**src/include/gfx_defs.svh**
```systemverilog
`ifndef GFX_DEFS_SVH
`define GFX_DEFS_SVH

// horizontal timing, in clk cycles
`define GFX_H_VISIBLE 16
`define GFX_H_FRONT   2
`define GFX_H_SYNC    3
`define GFX_H_BACK    3
`define GFX_H_WHOLE   (`GFX_H_VISIBLE + `GFX_H_FRONT + `GFX_H_SYNC + `GFX_H_BACK)

// vertical timing, in lines
`define GFX_V_VISIBLE 8
`define GFX_V_FRONT   1
`define GFX_V_SYNC    2
`define GFX_V_BACK    1
`define GFX_V_WHOLE   (`GFX_V_VISIBLE + `GFX_V_FRONT + `GFX_V_SYNC + `GFX_V_BACK)

// RGB 4:4:4
`define GFX_PIXEL_BITS 12

// coordinate widths
`define GFX_X_BITS 4
`define GFX_Y_BITS 3

// one stripe bank holds half the frame
`define GFX_BANK_DEPTH     64
`define GFX_BANK_ADDR_BITS 6

`endif

```
**src/hw/gfx_pkg.sv**
```systemverilog
`default_nettype none

`include "gfx_defs.svh"

package gfx_pkg;

  // red in [11:8], green in [7:4], blue in [3:0]
  typedef logic [`GFX_PIXEL_BITS-1:0] pixel_t;

  // (y*16 + x) / 2, word index inside one stripe
  typedef logic [`GFX_BANK_ADDR_BITS-1:0] bank_addr_t;

  typedef enum logic {
    WR_IDLE,
    WR_CLEAR
  } wr_state_e;

  typedef enum logic [1:0] {
    PH_VISIBLE,
    PH_FRONT,
    PH_SYNC,
    PH_BACK
  } scan_phase_e;

endpackage

`default_nettype wire

```
**src/hw/fb_bank.sv**
```systemverilog
`default_nettype none

`include "gfx_defs.svh"

module fb_bank
  import gfx_pkg::*;
(
  input  logic       clk,

  input  logic       wr_en,
  input  bank_addr_t wr_addr,
  input  pixel_t     wr_data,

  input  logic       rd_en,
  input  bank_addr_t rd_addr,
  output pixel_t     rd_data
);

  pixel_t mem [`GFX_BANK_DEPTH];

  always_ff @(posedge clk) begin
    if (wr_en) begin
      mem[wr_addr] <= wr_data;
    end
  end

  // read returns old data on a same-edge write
  // output holds between fetches
  always_ff @(posedge clk) begin
    if (rd_en) begin
      rd_data <= mem[rd_addr];
    end
  end

  // a write to an unknown index would smear over the whole stripe
  wr_addr_known_a : assert property (
    @(posedge clk) wr_en |-> !$isunknown(wr_addr)
  );

endmodule

`default_nettype wire

```
**src/hw/gfx_vga_stripe.sv**
```systemverilog
`default_nettype none

`include "gfx_defs.svh"

module gfx_vga_stripe
  import gfx_pkg::*;
(
  input  logic                   clk,
  input  logic                   rst,

  // drawing client
  input  logic [`GFX_X_BITS-1:0] gfx_x,
  input  logic [`GFX_Y_BITS-1:0] gfx_y,
  input  pixel_t                 gfx_color,
  input  logic                   gfx_valid,
  input  logic                   gfx_clear,
  output logic                   gfx_ready,
  output logic                   gfx_vsync,

  // display side
  input  logic                   vga_enable,
  output pixel_t                 vga_color,
  output logic                   vga_hsync,
  output logic                   vga_vsync,
  output logic                   vga_visible
);

  // writer to stripes
  logic       wr0_en;
  bank_addr_t wr0_addr;
  pixel_t     wr0_data;
  logic       wr1_en;
  bank_addr_t wr1_addr;
  pixel_t     wr1_data;

  // scan and fetch
  logic       scan_hsync;
  logic       scan_vsync;
  logic       scan_visible;
  logic       fetch;
  bank_addr_t fetch_addr;

  // stripe read data
  pixel_t     even_data;
  pixel_t     odd_data;

  stripe_writer stripe_writer_i (
    .clk      (clk),
    .rst      (rst),
    .gfx_x    (gfx_x),
    .gfx_y    (gfx_y),
    .gfx_color(gfx_color),
    .gfx_valid(gfx_valid),
    .gfx_clear(gfx_clear),
    .gfx_ready(gfx_ready),
    .wr0_en   (wr0_en),
    .wr0_addr (wr0_addr),
    .wr0_data (wr0_data),
    .wr1_en   (wr1_en),
    .wr1_addr (wr1_addr),
    .wr1_data (wr1_data)
  );

  // even columns
  fb_bank bank0_i (
    .clk    (clk),
    .wr_en  (wr0_en),
    .wr_addr(wr0_addr),
    .wr_data(wr0_data),
    .rd_en  (fetch),
    .rd_addr(fetch_addr),
    .rd_data(even_data)
  );

  // odd columns
  fb_bank bank1_i (
    .clk    (clk),
    .wr_en  (wr1_en),
    .wr_addr(wr1_addr),
    .wr_data(wr1_data),
    .rd_en  (fetch),
    .rd_addr(fetch_addr),
    .rd_data(odd_data)
  );

  vga_timing vga_timing_i (
    .clk       (clk),
    .rst       (rst),
    .enable    (vga_enable),
    .hsync     (scan_hsync),
    .vsync     (scan_vsync),
    .visible   (scan_visible),
    .fetch     (fetch),
    .fetch_addr(fetch_addr)
  );

  stripe_merge stripe_merge_i (
    .clk       (clk),
    .rst       (rst),
    .enable    (vga_enable),
    .hsync_in  (scan_hsync),
    .vsync_in  (scan_vsync),
    .visible_in(scan_visible),
    .fetch     (fetch),
    .even_data (even_data),
    .odd_data  (odd_data),
    .color     (vga_color),
    .hsync     (vga_hsync),
    .vsync     (vga_vsync),
    .visible   (vga_visible)
  );

  // early vsync for the client, two cycles ahead of vga_vsync
  assign gfx_vsync = scan_vsync;

endmodule

`default_nettype wire

```
**src/hw/stripe_merge.sv**
```systemverilog
`default_nettype none

module stripe_merge
  import gfx_pkg::*;
(
  input  logic   clk,
  input  logic   rst,
  input  logic   enable,

  // scan signals at counter time
  input  logic   hsync_in,
  input  logic   vsync_in,
  input  logic   visible_in,
  input  logic   fetch,

  // bank words, valid one cycle after fetch
  input  pixel_t even_data,
  input  pixel_t odd_data,

  output pixel_t color,
  output logic   hsync,
  output logic   vsync,
  output logic   visible
);

  logic   hsync_d;
  logic   vsync_d;
  logic   visible_d;
  logic   sel;
  pixel_t odd_hold;

  // stage one, lines up with rd_data
  // sel is 0 in the cycle after a fetch, 1 otherwise
  always_ff @(posedge clk) begin
    if (rst) begin
      hsync_d   <= 1'b1;
      vsync_d   <= 1'b1;
      visible_d <= 1'b0;
      sel       <= 1'b1;
    end else if (enable) begin
      hsync_d   <= hsync_in;
      vsync_d   <= vsync_in;
      visible_d <= visible_in;
      sel       <= !fetch;
    end
  end

  // keep the odd word for the cycle after the even one
  always_ff @(posedge clk) begin
    if (enable && !sel) begin
      odd_hold <= odd_data;
    end
  end

  // stage two, the output registers
  always_ff @(posedge clk) begin
    if (rst) begin
      hsync   <= 1'b1;
      vsync   <= 1'b1;
      visible <= 1'b0;
      color   <= '0;
    end else if (enable) begin
      hsync   <= hsync_d;
      vsync   <= vsync_d;
      visible <= visible_d;
      if (!visible_d) begin
        color <= '0;
      end else if (sel) begin
        color <= odd_hold;
      end else begin
        color <= even_data;
      end
    end
  end

  // a new pair may only start once the previous odd pixel is out
  sel_odd_on_fetch_a : assert property (
    @(posedge clk) disable iff (rst) fetch |-> sel
  );

endmodule

`default_nettype wire

```
**src/hw/stripe_writer.sv**
```systemverilog
`default_nettype none

`include "gfx_defs.svh"

module stripe_writer
  import gfx_pkg::*;
(
  input  logic                   clk,
  input  logic                   rst,

  // pixel write port from the drawing client
  input  logic [`GFX_X_BITS-1:0] gfx_x,
  input  logic [`GFX_Y_BITS-1:0] gfx_y,
  input  pixel_t                 gfx_color,
  input  logic                   gfx_valid,
  input  logic                   gfx_clear,
  output logic                   gfx_ready,

  // even column stripe
  output logic                   wr0_en,
  output bank_addr_t             wr0_addr,
  output pixel_t                 wr0_data,

  // odd column stripe
  output logic                   wr1_en,
  output bank_addr_t             wr1_addr,
  output pixel_t                 wr1_data
);

  wr_state_e  state;
  bank_addr_t clr_idx;
  pixel_t     fill_color;
  bank_addr_t pix_idx;
  logic       accept;

  // drop x bit 0, it only picks the stripe
  assign pix_idx = {gfx_y, gfx_x[`GFX_X_BITS-1:1]};

  assign gfx_ready = (state == WR_IDLE) && !gfx_clear;
  assign accept    = gfx_valid && gfx_ready;

  always_ff @(posedge clk) begin
    if (rst) begin
      state   <= WR_IDLE;
      clr_idx <= '0;
    end else begin
      case (state)
        WR_IDLE: begin
          if (gfx_clear) begin
            state   <= WR_CLEAR;
            clr_idx <= '0;
          end
        end
        WR_CLEAR: begin
          // last index written, back to pixel writes
          if (clr_idx == '1) begin
            state <= WR_IDLE;
          end
          clr_idx <= clr_idx + 1'b1;
        end
        default: state <= WR_IDLE;
      endcase
    end
  end

  // fill color is payload, captured with the strobe
  always_ff @(posedge clk) begin
    if (state == WR_IDLE && gfx_clear) begin
      fill_color <= gfx_color;
    end
  end

  always_comb begin
    if (state == WR_CLEAR) begin
      // both stripes swept in lock step
      wr0_en   = 1'b1;
      wr1_en   = 1'b1;
      wr0_addr = clr_idx;
      wr1_addr = clr_idx;
      wr0_data = fill_color;
      wr1_data = fill_color;
    end else begin
      wr0_en   = accept && !gfx_x[0];
      wr1_en   = accept && gfx_x[0];
      wr0_addr = pix_idx;
      wr1_addr = pix_idx;
      wr0_data = gfx_color;
      wr1_data = gfx_color;
    end
  end

  no_ready_in_clear_a : assert property (
    @(posedge clk) disable iff (rst) (state == WR_CLEAR) |-> !gfx_ready
  );

  one_stripe_in_idle_a : assert property (
    @(posedge clk) disable iff (rst) (state == WR_IDLE) |-> !(wr0_en && wr1_en)
  );

endmodule

`default_nettype wire

```
**src/hw/vga_timing.sv**
```systemverilog
`default_nettype none

`include "gfx_defs.svh"

module vga_timing
  import gfx_pkg::*;
(
  input  logic       clk,
  input  logic       rst,
  input  logic       enable,

  output logic       hsync,
  output logic       vsync,
  output logic       visible,

  // paired read strobe to both stripes
  output logic       fetch,
  output bank_addr_t fetch_addr
);

  localparam int H_BITS = $clog2(`GFX_H_WHOLE);
  localparam int V_BITS = $clog2(`GFX_V_WHOLE);

  logic [H_BITS-1:0] h_count;
  logic [V_BITS-1:0] v_count;
  scan_phase_e       h_phase;
  scan_phase_e       v_phase;

  function automatic scan_phase_e phase_of(
    input int pos,
    input int vis,
    input int front,
    input int sync
  );
    scan_phase_e ph;
    if (pos < vis) begin
      ph = PH_VISIBLE;
    end else if (pos < vis + front) begin
      ph = PH_FRONT;
    end else if (pos < vis + front + sync) begin
      ph = PH_SYNC;
    end else begin
      ph = PH_BACK;
    end
    return ph;
  endfunction

  // scan position, frozen while enable is low
  always_ff @(posedge clk) begin
    if (rst) begin
      h_count <= '0;
      v_count <= '0;
    end else if (enable) begin
      if (h_count == H_BITS'(`GFX_H_WHOLE - 1)) begin
        h_count <= '0;
        if (v_count == V_BITS'(`GFX_V_WHOLE - 1)) begin
          v_count <= '0;
        end else begin
          v_count <= v_count + 1'b1;
        end
      end else begin
        h_count <= h_count + 1'b1;
      end
    end
  end

  assign h_phase = phase_of(int'(h_count), `GFX_H_VISIBLE, `GFX_H_FRONT, `GFX_H_SYNC);
  assign v_phase = phase_of(int'(v_count), `GFX_V_VISIBLE, `GFX_V_FRONT, `GFX_V_SYNC);

  // syncs are active low
  assign hsync   = (h_phase != PH_SYNC);
  assign vsync   = (v_phase != PH_SYNC);
  assign visible = (h_phase == PH_VISIBLE) && (v_phase == PH_VISIBLE);

  // one read per even column covers the odd neighbour too
  assign fetch      = enable && visible && !h_count[0];
  assign fetch_addr = {v_count[`GFX_Y_BITS-1:0], h_count[`GFX_X_BITS-1:1]};

  // fetch stays inside the visible window of the raw counters
  fetch_in_visible_a : assert property (
    @(posedge clk) disable iff (rst)
      fetch |-> (h_count < H_BITS'(`GFX_H_VISIBLE))
                && (v_count < V_BITS'(`GFX_V_VISIBLE))
  );

  // the odd column between two fetches never reads
  fetch_isolated_a : assert property (
    @(posedge clk) disable iff (rst) fetch |=> !fetch
  );

endmodule

`default_nettype wire

```
**config.mk**
```make
export PLATFORM = sky130hd
export DESIGN_NAME = gfx_vga_stripe
export DESIGN_NICKNAME = d
export VERILOG_FILES = /design/src/hw/gfx_pkg.sv /design/src/hw/fb_bank.sv /design/src/hw/gfx_vga_stripe.sv /design/src/hw/stripe_merge.sv /design/src/hw/stripe_writer.sv /design/src/hw/vga_timing.sv
export VERILOG_INCLUDE_DIRS = /design/src /design/src/include
export SDC_FILE = /design/constraint.sdc
export NUM_CORES = 1
export LEC_CHECK = 0
export ABC_CLOCK_PERIOD_IN_PS = 12300
export BUFFER_PORTS_ARGS = -buffer_cell sky130_fd_sc_hd__buf_2
export CAP_MARGIN = 10
export CELL_PAD_IN_SITES_DETAIL_PLACEMENT = 0
export CELL_PAD_IN_SITES_GLOBAL_PLACEMENT = 2
export CORE_MARGIN = 2
export CORE_UTILIZATION = 31
export DETAILED_ROUTE_END_ITERATION = 10
export MAX_ROUTING_LAYER = met4
export PLACE_DENSITY_LB_ADDON = 0.1
export SLEW_MARGIN = 20
export SYNTH_ARGS = -nofsm -noshare
export SYNTH_HDL_FRONTEND = slang
export SYNTH_HIERARCHICAL = 1
export SYNTH_SLANG_ARGS = --single-unit
```
**constraint.sdc**
```tcl
create_clock -name clk -period 12.3 [get_ports clk]
set_input_delay 2.46 -clock clk [delete_from_list [all_inputs] [get_ports clk]]
set_output_delay 2.46 -clock clk [all_outputs]
set_load 0.02 [all_outputs]
```
==> reports/metrics.yaml, run 1 <==
grt_overflow: 0
synth_edf_count: 1584
clock_latency_ns: 0.82
drt_iter0_markers: 2602
nets: 3024
min_path_type: "reg -> reg"
pin_count: 41
h-tree-depth: 4
grt_pass1_vias: 30800
cap_violations: 0
reg2reg_to: "bank1_i/rd_data[4]$_DFFE_PP_"
rsz0062_at_grt: "false"
hold_ws_ns: 0.419
slew-limit-headroom_pct: 20.2
crit_path_start_kind: "input pin"
synth_top_family_by_area: "multiplexers"
status: "finished clean"
worst-r2r-setup-slack_ns: 7.42
cts_buffers: 181
crit_path_end_kind: "output pin"
core_um2: 202000
drt-vias-per-instance: 5.04
die_width_um: 454
min_period_over_period_pct: 45.1
grt.total_usage_pct: 17.8
drc: 0
ys_dominant_reg_cell: "edfxtp_1"
finalSetupTns_ns: 0
syn_nets: 2940
peakVddDrop_v: 0.000118
synthArstFlopShare_pct: 0
wl_per_cell_um: 30.4
start_util_pct: 31.1
hold_end: "stripe_merge_i/odd_hold[11]$_DFFE_PP_"
report.final.setup_viol: 0
arrival_ns: 3.09
clkSlewWorstSetupHoldPaths_ns: 0.05
grt_max_degree: 113
stdcell_area_um2: 71800
synth_compound_area_share_pct: 2.97
p_per_area_nw_per_um2: 169
tritoncts: "done"
hold_path.startpoint: "bank1_i/rd_data[11]$_DFFE_PP_"
power_frac_clock_pct: 44.0
path_class: "in -> out"
postSynthCellCount: 2912
final.min_clock_period_ns: 5.55
r2r_start: "vga_timing_i/h_count[1]$_SDFFE_PP0P_"
fillers: 18500
netlist_area_um2: 62700
io_buffers: 40
cts_buffer_depth: 3
power.share.switching_pct: 21.7
tightest_slew_ns: 1.18
dieHeight_um: 454
yosys_warnings: 6
cts_setup_buffers: 0
met3_length_um: 7890
power_frac_seq_pct: 50.9
place_ws_ns: 6.42
synth-seq-cells: 1619
synthAdderAreaFrac_pct: 0.0798
critPathMaxFanout: 6
finalWeightedCongestion: 0.781
syn_area_per_cell_um2: 21.5
place_area_um2: 65700
grt_pass1_wl_um: 247000
synthSimpleGateAreaFrac_pct: 2.83
die_area_um2: 206000
area_growth_pct: 14.5
drtPass1Iterations: 7
grt_antenna_before_repair: 11
setup_ws_ns: 6.75
cts_num_sinks: 1619
rr_worst_depth: 6
drive_above_1_share_pct: 28.2
combPwrFrac_pct: 5.1
final_core_util_pct: 35.6
ctsResizeCount: 0
crit_required_ns: 9.84
holdPathStages: 0
ant_nets: 0
m1WireLength_um: 78700
hold_viol_final: 0
synth_mux_area_share_pct: 15.3
dr.max_layer_used: "met4"
dp_hpwl_um: 108000
wl_met2_um: 87200
vias: 29400
leakage_nw: 21.1
synth_xor_area_share_pct: 0.0419
slew_violations: 0
internal_power_w: 0.00950
netSwitchingPower_w: 0.00264
hold_buffers: 0
cts_root_buf: "clkbuf_16"
num_rows: 165
ys_seq_area_share_pct: 77.0
ys_types: 58
max_freq_ghz: 0.180
routed_wl_um: 177000
skew_ns: 0.0286
==> stage by stage <==
| step | std cells | power [W] |
|---|---|---|
| after floorplan | 2912 | 0.00665 |
| after global placement | 5483 | 0.00692 |
| after detailed placement | 5484 | 0.00694 |
| after CTS | 5822 | 0.0123 |
| after global routing | 5824 | 0.0125 |
| final | 5827 | 0.0121 |
==> cell usage after synthesis, drive strengths merged, types with 2 or more instances <==
master	instances	area, um^2
or3	5	31.3
and2	2	12.5
a31o	2	17.5
inv	7	26.3
a211o	4	37.5
edfxtp	1584	47600
o22a	4	35.0
nand2	32	120
mux2	32	360
a221o	4	40.0
o221ai	32	280
a32o	8	80.1
nor3	24	120
a311oi	5	43.8
nand2b	44	275
nand3b	7	65.1
mux2i	56	561
o2bb2ai	12	105
nand4	7	43.8
nand3	33	165
a21oi	29	149
a22oi	18	135
a41oi	2	17.5
clkbuf	67	251
ha	4	50.1
a211oi	27	203
xor2	2	17.5
buf	115	872
o21ai	28	140
o22ai	46	288
nor2b	38	238
nor2	159	597
o31ai	5	37.5
nor3b	2	15.0
dfxtp	35	701
nand4b	2	17.5
a22o	12	105
or2	5	31.3
mux4	384	8650
a31oi	18	113
==> cell type report <==
type	instances	area [um^2]	area share (%)
clock buffers	227	4830	6.72
multi-input cells	1104	13700	19.0
repair buffers	83	601	0.836
flip-flops and latches	1619	48300	67.2
inverters	7	26.3	0.0366
diodes	4	10.0	0.0139
well taps	2672	3340	4.66
clock inverters	111	1060	1.47
==> power groups by stage <==
stage	combinational (W)	sequential, W	clock (W)
finish	0.000616	0.00618	0.00534
CTS	0.000637	0.00618	0.00549
global placement	0.000625	0.00630	0
floorplan	0.000374	0.00628	0
detailed placement	0.000638	0.00630	0
global route	0.000661	0.00618	0.00569
==> worst max-delay path, stage by stage <==
cell    delay (ns)
buf_2         0.13
nor2_1        0.26
buf_2         0.23
==> flip-flops by register name, indices dropped and copies added (netlist names), 4 cells and up <==
signal,flops
bank1_i/rd_data,12
bank0_i/mem,768
vga_timing_i/v_count,4
stripe_merge_i/odd_hold,12
bank1_i/mem,768
vga_timing_i/h_count,5
bank0_i/rd_data,12
stripe_merge_i/color,12
stripe_writer_i/clr_idx,6
stripe_writer_i/fill_color,12
==> placed cells by master, fill, tap and decap left out, types with 6 or more instances in the layout <==
cell and instances:
inv_1 6, mux4_2 384, o2bb2ai_1 12, bufinv_16 18, buf_2 40, inv_6 9
nand2_1 32, a21oi_1 28, o21ai_0 25, clkbuf_16 186, a211oi_1 26, mux2i_1 56
nor2_2 105, nor2b_1 36, clkinv_2 28, edfxtp_1 1584, a22o_1 12, nor3_1 20
a32o_1 8, clkinvlp_4 9, clkbuf_1 39, nand2b_1 44, mux2_2 20, clkinv_1 41
nand3b_1 6, dfxtp_1 29, a22oi_1 18, o22ai_1 46, nor2_1 54, mux2_4 11
nand3_1 33, o221ai_1 32, a31oi_1 18, nand4_1 7, buf_4 36
==> metal layers <==
layer,vias up,GRT usage (%)
li1,12400,-
met1,16000,24.0
met3,204,2.54
met5,-,-
met4,0,3.85
met2,747,28.7
==> how the worst max path moves through the flow <==
stage                          start                             to  slack, ns  cells after the start
final                      gfx_clear                      gfx_ready       6.75                      3
after global routing       gfx_clear                      gfx_ready       6.70                      3
after CTS                  gfx_clear                      gfx_ready       6.74                      3
after detailed placement    gfx_x[3]   bank0_i/mem[45][8]$_DFFE_PP_       6.42                      6
after global placement     gfx_clear  bank0_i/mem[47][11]$_DFFE_PP_       6.44                      5
after floorplan           vga_enable   bank0_i/rd_data[0]$_DFFE_PP_       6.57                      2
==> cells by family after synthesis <==
family                     after synthesis
DFF                                   1619
muxes                                  472
and+or+nand+nor                        365
AOI/OAI and AO/OA                      260
buffers and inverters                  189
adders and majority gates                4
xor gates and xnor gates                 3
No activity file was read; power rests on OpenSTA's default activity.
==> inputs of run 2 (changes only) <==
- ABC_CLOCK_PERIOD_IN_PS: 12300 -> 5400
- clock period: 12.3 -> 5.4 ns (I/O delays scaled with it)
==> reports/metrics.yaml, run 2 (synthesis results as in run 1) <==
mostFrequentLayoutCells: "edfxtp_1 (1,584), mux4_2 (384), clkbuf_16 (178)"  # was edfxtp_1 (1,584), mux4_2 (384), clkbuf_16 (186)
area_growth_pct: 15.3  # was 14.5%
reg2reg_to: "bank1_i/rd_data[10]$_DFFE_PP_"  # was bank1_i/rd_data[4]$_DFFE_PP_
final_core_util_pct: 35.9  # was 35.6%
finalSetupTns_ns: 0  # unchanged
cts_buffer_depth: 3  # unchanged
nets: 3141  # was 3,024
max_freq_ghz: 0.259
cts_root_buf: "clkbuf_16"  # unchanged
cts_num_sinks: 1619  # unchanged
leakage_nw: 21.7  # was 21.1 nW
tightest_slew_ns: 1.13  # was 1.18 ns
crit_path_end_kind: "flip-flop"  # was output pin
final_common_cell: "edfxtp_1"  # unchanged
p_per_area_nw_per_um2: 375  # was 169 nW/um^2
min_path_type: "reg -> reg"  # unchanged
grt_pass1_vias: 31300  # was 30,800
critPathMaxFanout: 62  # was 6
cts_buffers: 177  # was 181
peakVddDrop_v: 0.000305  # was 0.000118 V
vias: 29900  # was 29,400
routed_wl_um: 177000  # about the same
cap_violations: 0  # unchanged
hold_end: "stripe_merge_i/odd_hold[6]$_DFFE_PP_"  # was stripe_merge_i/odd_hold[11]$_DFFE_PP_
io_buffers: 40  # unchanged
grt_max_degree: 129  # was 113
tritoncts: "done"  # unchanged
num_rows: 165  # unchanged
slew_violations: 0  # unchanged
drc: 0  # unchanged
cts_setup_buffers: 0  # unchanged
grt_overflow: 0  # unchanged
hold_viol_final: 0  # unchanged
drive_above_1_share_pct: 28.3  # was 28.2%
slew-limit-headroom_pct: 24.9  # was 20.2%
dieHeight_um: 454  # unchanged
drtPass1Iterations: 7  # unchanged
final.min_clock_period_ns: 3.86
core_um2: 202000  # unchanged
report.final.setup_viol: 0  # unchanged
die_width_um: 454  # unchanged
pin_count: 41  # unchanged
hold_path.startpoint: "bank1_i/rd_data[6]$_DFFE_PP_"  # was bank1_i/rd_data[11]$_DFFE_PP_
crit_required_ns: 5.96  # was 9.84 ns
worst-r2r-setup-slack_ns: 1.54  # was 7.42 ns
top_regs: "bank0_i/mem: 768 flops, bank1_i/mem: 768 flops"  # unchanged
die_area_um2: 206000  # unchanged
arrival_ns: 4.43  # was 3.09 ns
rr_worst_depth: 6  # unchanged
stdcell_count: 5936  # was 5,827
r2r_start: "vga_timing_i/h_count[3]$_SDFFE_PP0P_"  # was vga_timing_i/h_count[1]$_SDFFE_PP0P_
start_util_pct: 31.1  # unchanged
holdPathStages: 0  # unchanged
ant_nets: 0  # unchanged
clkSlewWorstSetupHoldPaths_ns: 0.06  # was 0.05 ns
wl_per_cell_um: 29.9  # was 30.4 um
hold_buffers: 0  # unchanged
multi_input_area_um2: 13400  # was 13,700 um^2
clock_latency_ns: 0.82  # about the same
grt_pass1_wl_um: 251000  # was 247,000 um
ctsResizeCount: 0  # unchanged
status: "finished clean"  # unchanged
regArea_um2: 48300  # unchanged
h-tree-depth: 4  # unchanged
min_period_over_period_pct: 71.5
drt_iter0_markers: 2667  # was 2,602
finalWeightedCongestion: 0.796  # was 0.781
crit_path_start_kind: "flip-flop"  # was input pin
skew_ns: 0.0335  # was 0.0286 ns
placed_cells: 5606  # was 5,484
rsz0062_at_grt: "false"  # unchanged
fillers: 18300  # was 18,500
drt-vias-per-instance: 5.04  # about the same
grt_antenna_before_repair: 9  # was 11
grt.total_usage_pct: 17.9  # was 17.8%
path_class: "reg -> reg"  # was in -> out
dp_hpwl_um: 109000  # was 108,000 um
-- run 2: cell types whose count changed in the layout (fill, tap and decap cells not counted), moves of 4 or more --
cell / change
buf_4: +109
nor2_2: -84
clkinv_2: +6
nor2_1: +84
clkbuf_16: -8
buf_12: +14
clkinv_1: -5
clkbuf_1: -4
bufinv_16: -6
-- run 2: critical path, cell delays in order (launching register included) --
cell,delay (ns)
dfxtp_4,1.04
buf_4,0.58
mux4_2,0.38
nor2b_1,0.14
a211oi_1,0.90
nor3_1,0.19
a22o_1,0.26
-- run 2: area by class of cell --
type	instances	share of cell area [%]
Sequential cell	1619	66.8
Multi-Input combinational cell	1104	18.6
Clock buffer	216	6.40
Tap cell	2672	4.62
Timing Repair Buffer	204	2.31
Clock inverter	110	1.28
Inverter	7	0.0363
Antenna cell	4	0.0138
-- run 2: layer usage --
layer | global-route usage, % | part of all wire [%] | up-vias
li1 | - | - | 12600
met1 | 24.9 | 46 | 16300
met2 | 28.0 | 48 | 726
met3 | 2.47 | 4.3 | 211
met4 | 3.66 | 1.5 | 0
met5 | - | 0 | -
-- run 2: how the worst max path moves through the flow --
stage                                               startpoint                            end  slack (ns)  depth (start not counted)
after detailed placement                              gfx_x[2]    bank0_i/mem[3][7]$_DFFE_PP_        1.37                          5
after floorplan                                     vga_enable   bank0_i/rd_data[0]$_DFFE_PP_        1.05                          2
after CTS                     stripe_writer_i/state$_SDFF_PP0_   bank0_i/mem[53][8]$_DFFE_PP_        1.37                          5
after global routing          stripe_writer_i/state$_SDFF_PP0_   bank0_i/mem[55][3]$_DFFE_PP_        1.44                          5
final                     vga_timing_i/h_count[3]$_SDFFE_PP0P_  bank1_i/rd_data[10]$_DFFE_PP_        1.54                          6
after global placement                                gfx_x[3]   bank1_i/mem[29][0]$_DFFE_PP_        1.45                          6
-- run 2: where the power goes --
group	switching (W)	internal, W
registers	0.0000562	0.0140
logic	0.000921	0.000460
clock network	0.00501	0.00667
total	0.00599	0.0212
-- run 2: per-stage QoR --
step | setup WS (ns) | power [W] | area, um^2 | hold WS (ns)
2_1_floorplan | 1.05 | 0.0152 | 62700 | 0.400
3_3_place_gp | 1.45 | 0.0158 | 66700 | 0.434
3_5_place_dp | 1.37 | 0.0158 | 66700 | 0.424
4_1_cts | 1.37 | 0.0275 | 72200 | 0.368
5_1_grt | 1.44 | 0.0280 | 72300 | 0.397
6_report | 1.54 | 0.0271 | 72300 | 0.440
==> inputs of run 3 (changes only) <==
- ABC_AREA: unset -> 1
- ABC_CLOCK_PERIOD_IN_PS: 5400 -> 3200
- clock period: 5.4 -> 3.2 ns (I/O delays scaled with it)
==> reports/metrics.yaml, run 3 <==
status: "finished clean"  # unchanged
max_freq_ghz: 0.332
cts_buffer_depth: 3  # unchanged
crit_required_ns: 2.56  # was 5.96 ns
postSynthCellCount: 5686  # was 2,912
hold_ws_ns: 0.148  # was 0.440 ns
r2r_start: "stripe_writer_i/state$_SDFF_PP0_"  # was vga_timing_i/h_count[3]$_SDFFE_PP0P_
drtPass1Iterations: 5  # was 7
report.final.setup_viol: 0  # unchanged
netlist_area_um2: 66600  # was 62,700 um^2
h-tree-depth: 4  # unchanged
finalWeightedCongestion: 0.776  # was 0.796
clock_latency_ns: 0.81  # was 0.82 ns
cts_num_sinks: 1619  # unchanged
rsz0062_at_grt: "false"  # unchanged
rr_worst_depth: 7  # was 6
worst_path_largest_cell_delay_ns: 0.41  # was 1.04 ns
skew_ns: 0.0212  # was 0.0335 ns
critPathSlowestCell: "buf_4"  # was dfxtp_4
path_class: "reg -> out"  # was reg -> reg
mostFrequentLayoutCells: "nand2_1 (2,051), edfxtp_1 (1,584), nand3_1 (1,324)"  # was edfxtp_1 (1,584), mux4_2 (384), clkbuf_16 (178)
dp_hpwl_um: 126000  # was 109,000 um
ys_seq_area_share_pct: 72.5  # was 77.0%
grt.total_usage_pct: 19.8  # was 17.9%
ys_dominant_reg_cell: "edfxtp_1"  # unchanged
drt-vias-per-instance: 4.75  # was 5.04
crit_path_end_kind: "output pin"  # was flip-flop
grt_pass1_wl_um: 305000  # was 251,000 um
pin_count: 41  # unchanged
yosysTopAreaCellShare_pct: 71.5  # was 75.9%
top_regs: "bank0_i/mem: 768 flops, bank1_i/mem: 768 flops"  # unchanged
finalSetupTns_ns: 0  # unchanged
final.min_clock_period_ns: 3.02
crit_path_start_kind: "flip-flop"  # unchanged
syn_nets: 5714  # was 2,940
worst-r2r-setup-slack_ns: 0.24  # was 1.54 ns
tritoncts: "done"  # unchanged
cts_root_buf: "clkbuf_16"  # unchanged
routed_wl_um: 211000  # was 177,000 um
hold_path.startpoint: "rst"  # was bank1_i/rd_data[6]$_DFFE_PP_
peakVddDrop_v: 0.000574  # was 0.000305 V
wl_per_cell_um: 23.9  # was 29.9 um
ant_nets: 0  # unchanged
grt_pass1_vias: 41100  # was 31,300
ys_top_cells_by_area: "edfxtp_1 (71%), nand2_1 (12%), nand3_1 (10%)"  # was edfxtp_1 (76%), mux4_2 (14%), dfxtp_1 (1.1%)
drc: 0  # unchanged
area_growth_pct: 15.6  # was 15.3%
yosysMostFrequentCell: "nand2_1"  # was edfxtp_1
grt_antenna_before_repair: 4  # was 9
arrival_ns: 2.38  # was 4.43 ns
yosysTopAreaCell: "edfxtp_1"  # unchanged
slew-limit-headroom_pct: 28.3  # was 24.9%
final_common_cell: "nand2_1"  # was edfxtp_1
grt_overflow: 0  # unchanged
cap_violations: 0  # unchanged
die_width_um: 467  # was 454 um
synth-seq-cells: 1619  # unchanged
io_buffers: 40  # unchanged
hold_viol_final: 0  # unchanged
crit_family: "buffers and inverters"  # was compound AO/OA/AOI/OAI gates
dieHeight_um: 467  # was 454 um
yosys_warnings: 6  # unchanged
p_per_area_nw_per_um2: 613  # was 375 nW/um^2
ys_top_cells_by_count: "nand2_1 (2,063), edfxtp_1 (1,584), nand3_1 (1,324), buf_2 (168), nor2_1 (140)"  # was edfxtp_1 (1,584), mux4_2 (384), nor2_1 (159), clkbuf_1 (67), mux2i_1 (56)
min_path_type: "in -> reg"  # was reg -> reg
clkSlewWorstSetupHoldPaths_ns: 0.06  # about the same
holdPathStages: 2  # was 0
drive_above_1_share_pct: 11.0  # was 28.3%
drt_iter0_markers: 3079  # was 2,667
grt_max_degree: 162  # was 129
vias: 42000  # was 29,900
num_rows: 170  # was 165
nets: 5880  # was 3,141
syn_area_per_cell_um2: 11.7  # was 21.5 um^2
start_util_pct: 31.1  # about the same
ys_types: 35  # was 58
tightest_slew_ns: 1.07  # was 1.13 ns
synth_edf_count: 1584  # unchanged
reg2reg_to: "bank1_i/mem[18][6]$_DFFE_PP_"  # was bank1_i/rd_data[10]$_DFFE_PP_
critPathMaxFanout: 29  # was 62
die_area_um2: 218000  # was 206,000 um^2
worstPathCellList: "buf_4 > inv_1 > ha_1 > nor2_1 > nand3_1 > buf_2"  # was buf_4 > mux4_2 > nor2b_1 > a211oi_1 > nor3_1 > a22o_1
leakage_nw: 27.4  # was 21.7 nW
cts_buffers: 186  # was 177
core_um2: 214000  # was 202,000 um^2
synthArstFlopShare_pct: 0  # unchanged
slew_violations: 0  # unchanged
cp_num_buf_inv: 3  # was 1
min_period_over_period_pct: 94.2
hold_end: "stripe_merge_i/color[1]$_SDFFE_PP0P_"  # was stripe_merge_i/odd_hold[6]$_DFFE_PP_
-- run 3: cell types whose count changed after synthesis, sizes merged, moves of 23 or more --
cell,previous run,this run
nand2,32,2069
nand3,33,1334
mux4,384,0
buf,115,318
inv,7,69
mux2i,56,0
o22ai,46,0
nand2b,44,0
nor2b,38,0
mux2,32,0
o221ai,32,0
a211oi,27,0
nor3,24,1
-- run 3: area by class of cell --
type / count / area [um^2]
Sequential cell: 1619 / 48300
Multi-Input combinational cell: 3624 / 15800
Inverter: 71 / 308
Fill cell: 21200 / 137000
Clock buffer: 241 / 4960
Timing Repair Buffer: 350 / 3320
Clock inverter: 93 / 646
Tap cell: 2838 / 3550
Antenna cell: 5 / 12.5
-- run 3: where the power goes --
part	leakage, nW	total, W	switching, W	internal (W)
logic	10.1	0.00336	0.00257	0.000795
registers	14.6	0.0238	0.0000605	0.0237
clock network	2.74	0.0200	0.00856	0.0115
-- run 3: logic make-up (layout without fill, tap and decap cells) --
kind of cell,after synthesis,after routing,synth area share [%]
AOI/OAI and AO/OA,34,34,0.333
xor gates and xnor gates,1,1,0.0132
adders and majority gates,4,4,0.0752
buffers and inverters,443,755,4.04
DFF,1619,1619,72.5
other,0,5,0
and+or+nand+nor,3585,3585,23.0
-- run 3: timing repair --
action,4_1_cts,5_1_grt
setup endpoints to repair,12,0
resized for setup,1,0
setup buffers,0,0
hold endpoints to repair,12,0
hold buffers,12,0
-- run 3: worst max-delay path by stage --
| stage | from | to | depth (start not counted) |
|---|---|---|---|
| CTS | stripe_writer_i/state$_SDFF_PP0_ | bank1_i/mem[16][6]$_DFFE_PP_ | 7 |
| finish | vga_timing_i/v_count[1]$_SDFFE_PP0P_ | gfx_vsync | 6 |
| detailed placement | gfx_y[1] | bank1_i/mem[24][3]$_DFFE_PP_ | 7 |
| global route | vga_timing_i/v_count[1]$_SDFFE_PP0P_ | gfx_vsync | 6 |
| floorplan | gfx_clear | bank0_i/mem[48][0]$_DFFE_PP_ | 6 |
| global placement | gfx_y[1] | bank1_i/mem[26][6]$_DFFE_PP_ | 7 |
-- run 3: worst reg2reg max path: cells and delay by family (launching register included) --
kind | cells | cell delay [ns]
and+or+nand+nor | 4 | 1.47
buffers and inverters | 3 | 0.77
DFF | 1 | 0.34
-- run 3: routing by layer --
layer	global-route usage, %	vias to the layer above	part of all wire [%]
li1	-	20300	-
met1	26.8	20900	46
met2	31.9	642	48
met3	2.29	268	3.0
met4	4.74	0	2.2
met5	-	-	0
-- run 3: per-stage QoR --
stage,utilization [%],total power [W],cell area [um^2],setup WS [ns],std cells
floorplan,-,0.0261,66600,-0.296,5686
global placement,33.2,0.0277,71100,-0.0728,8489
detailed placement,33.2,0.0277,71100,-0.0733,8489
CTS,35.9,0.0478,76900,0.0504,8835
global route,35.9,0.0488,76900,0.0923,8838
finish,35.9,0.0471,76900,0.185,8841
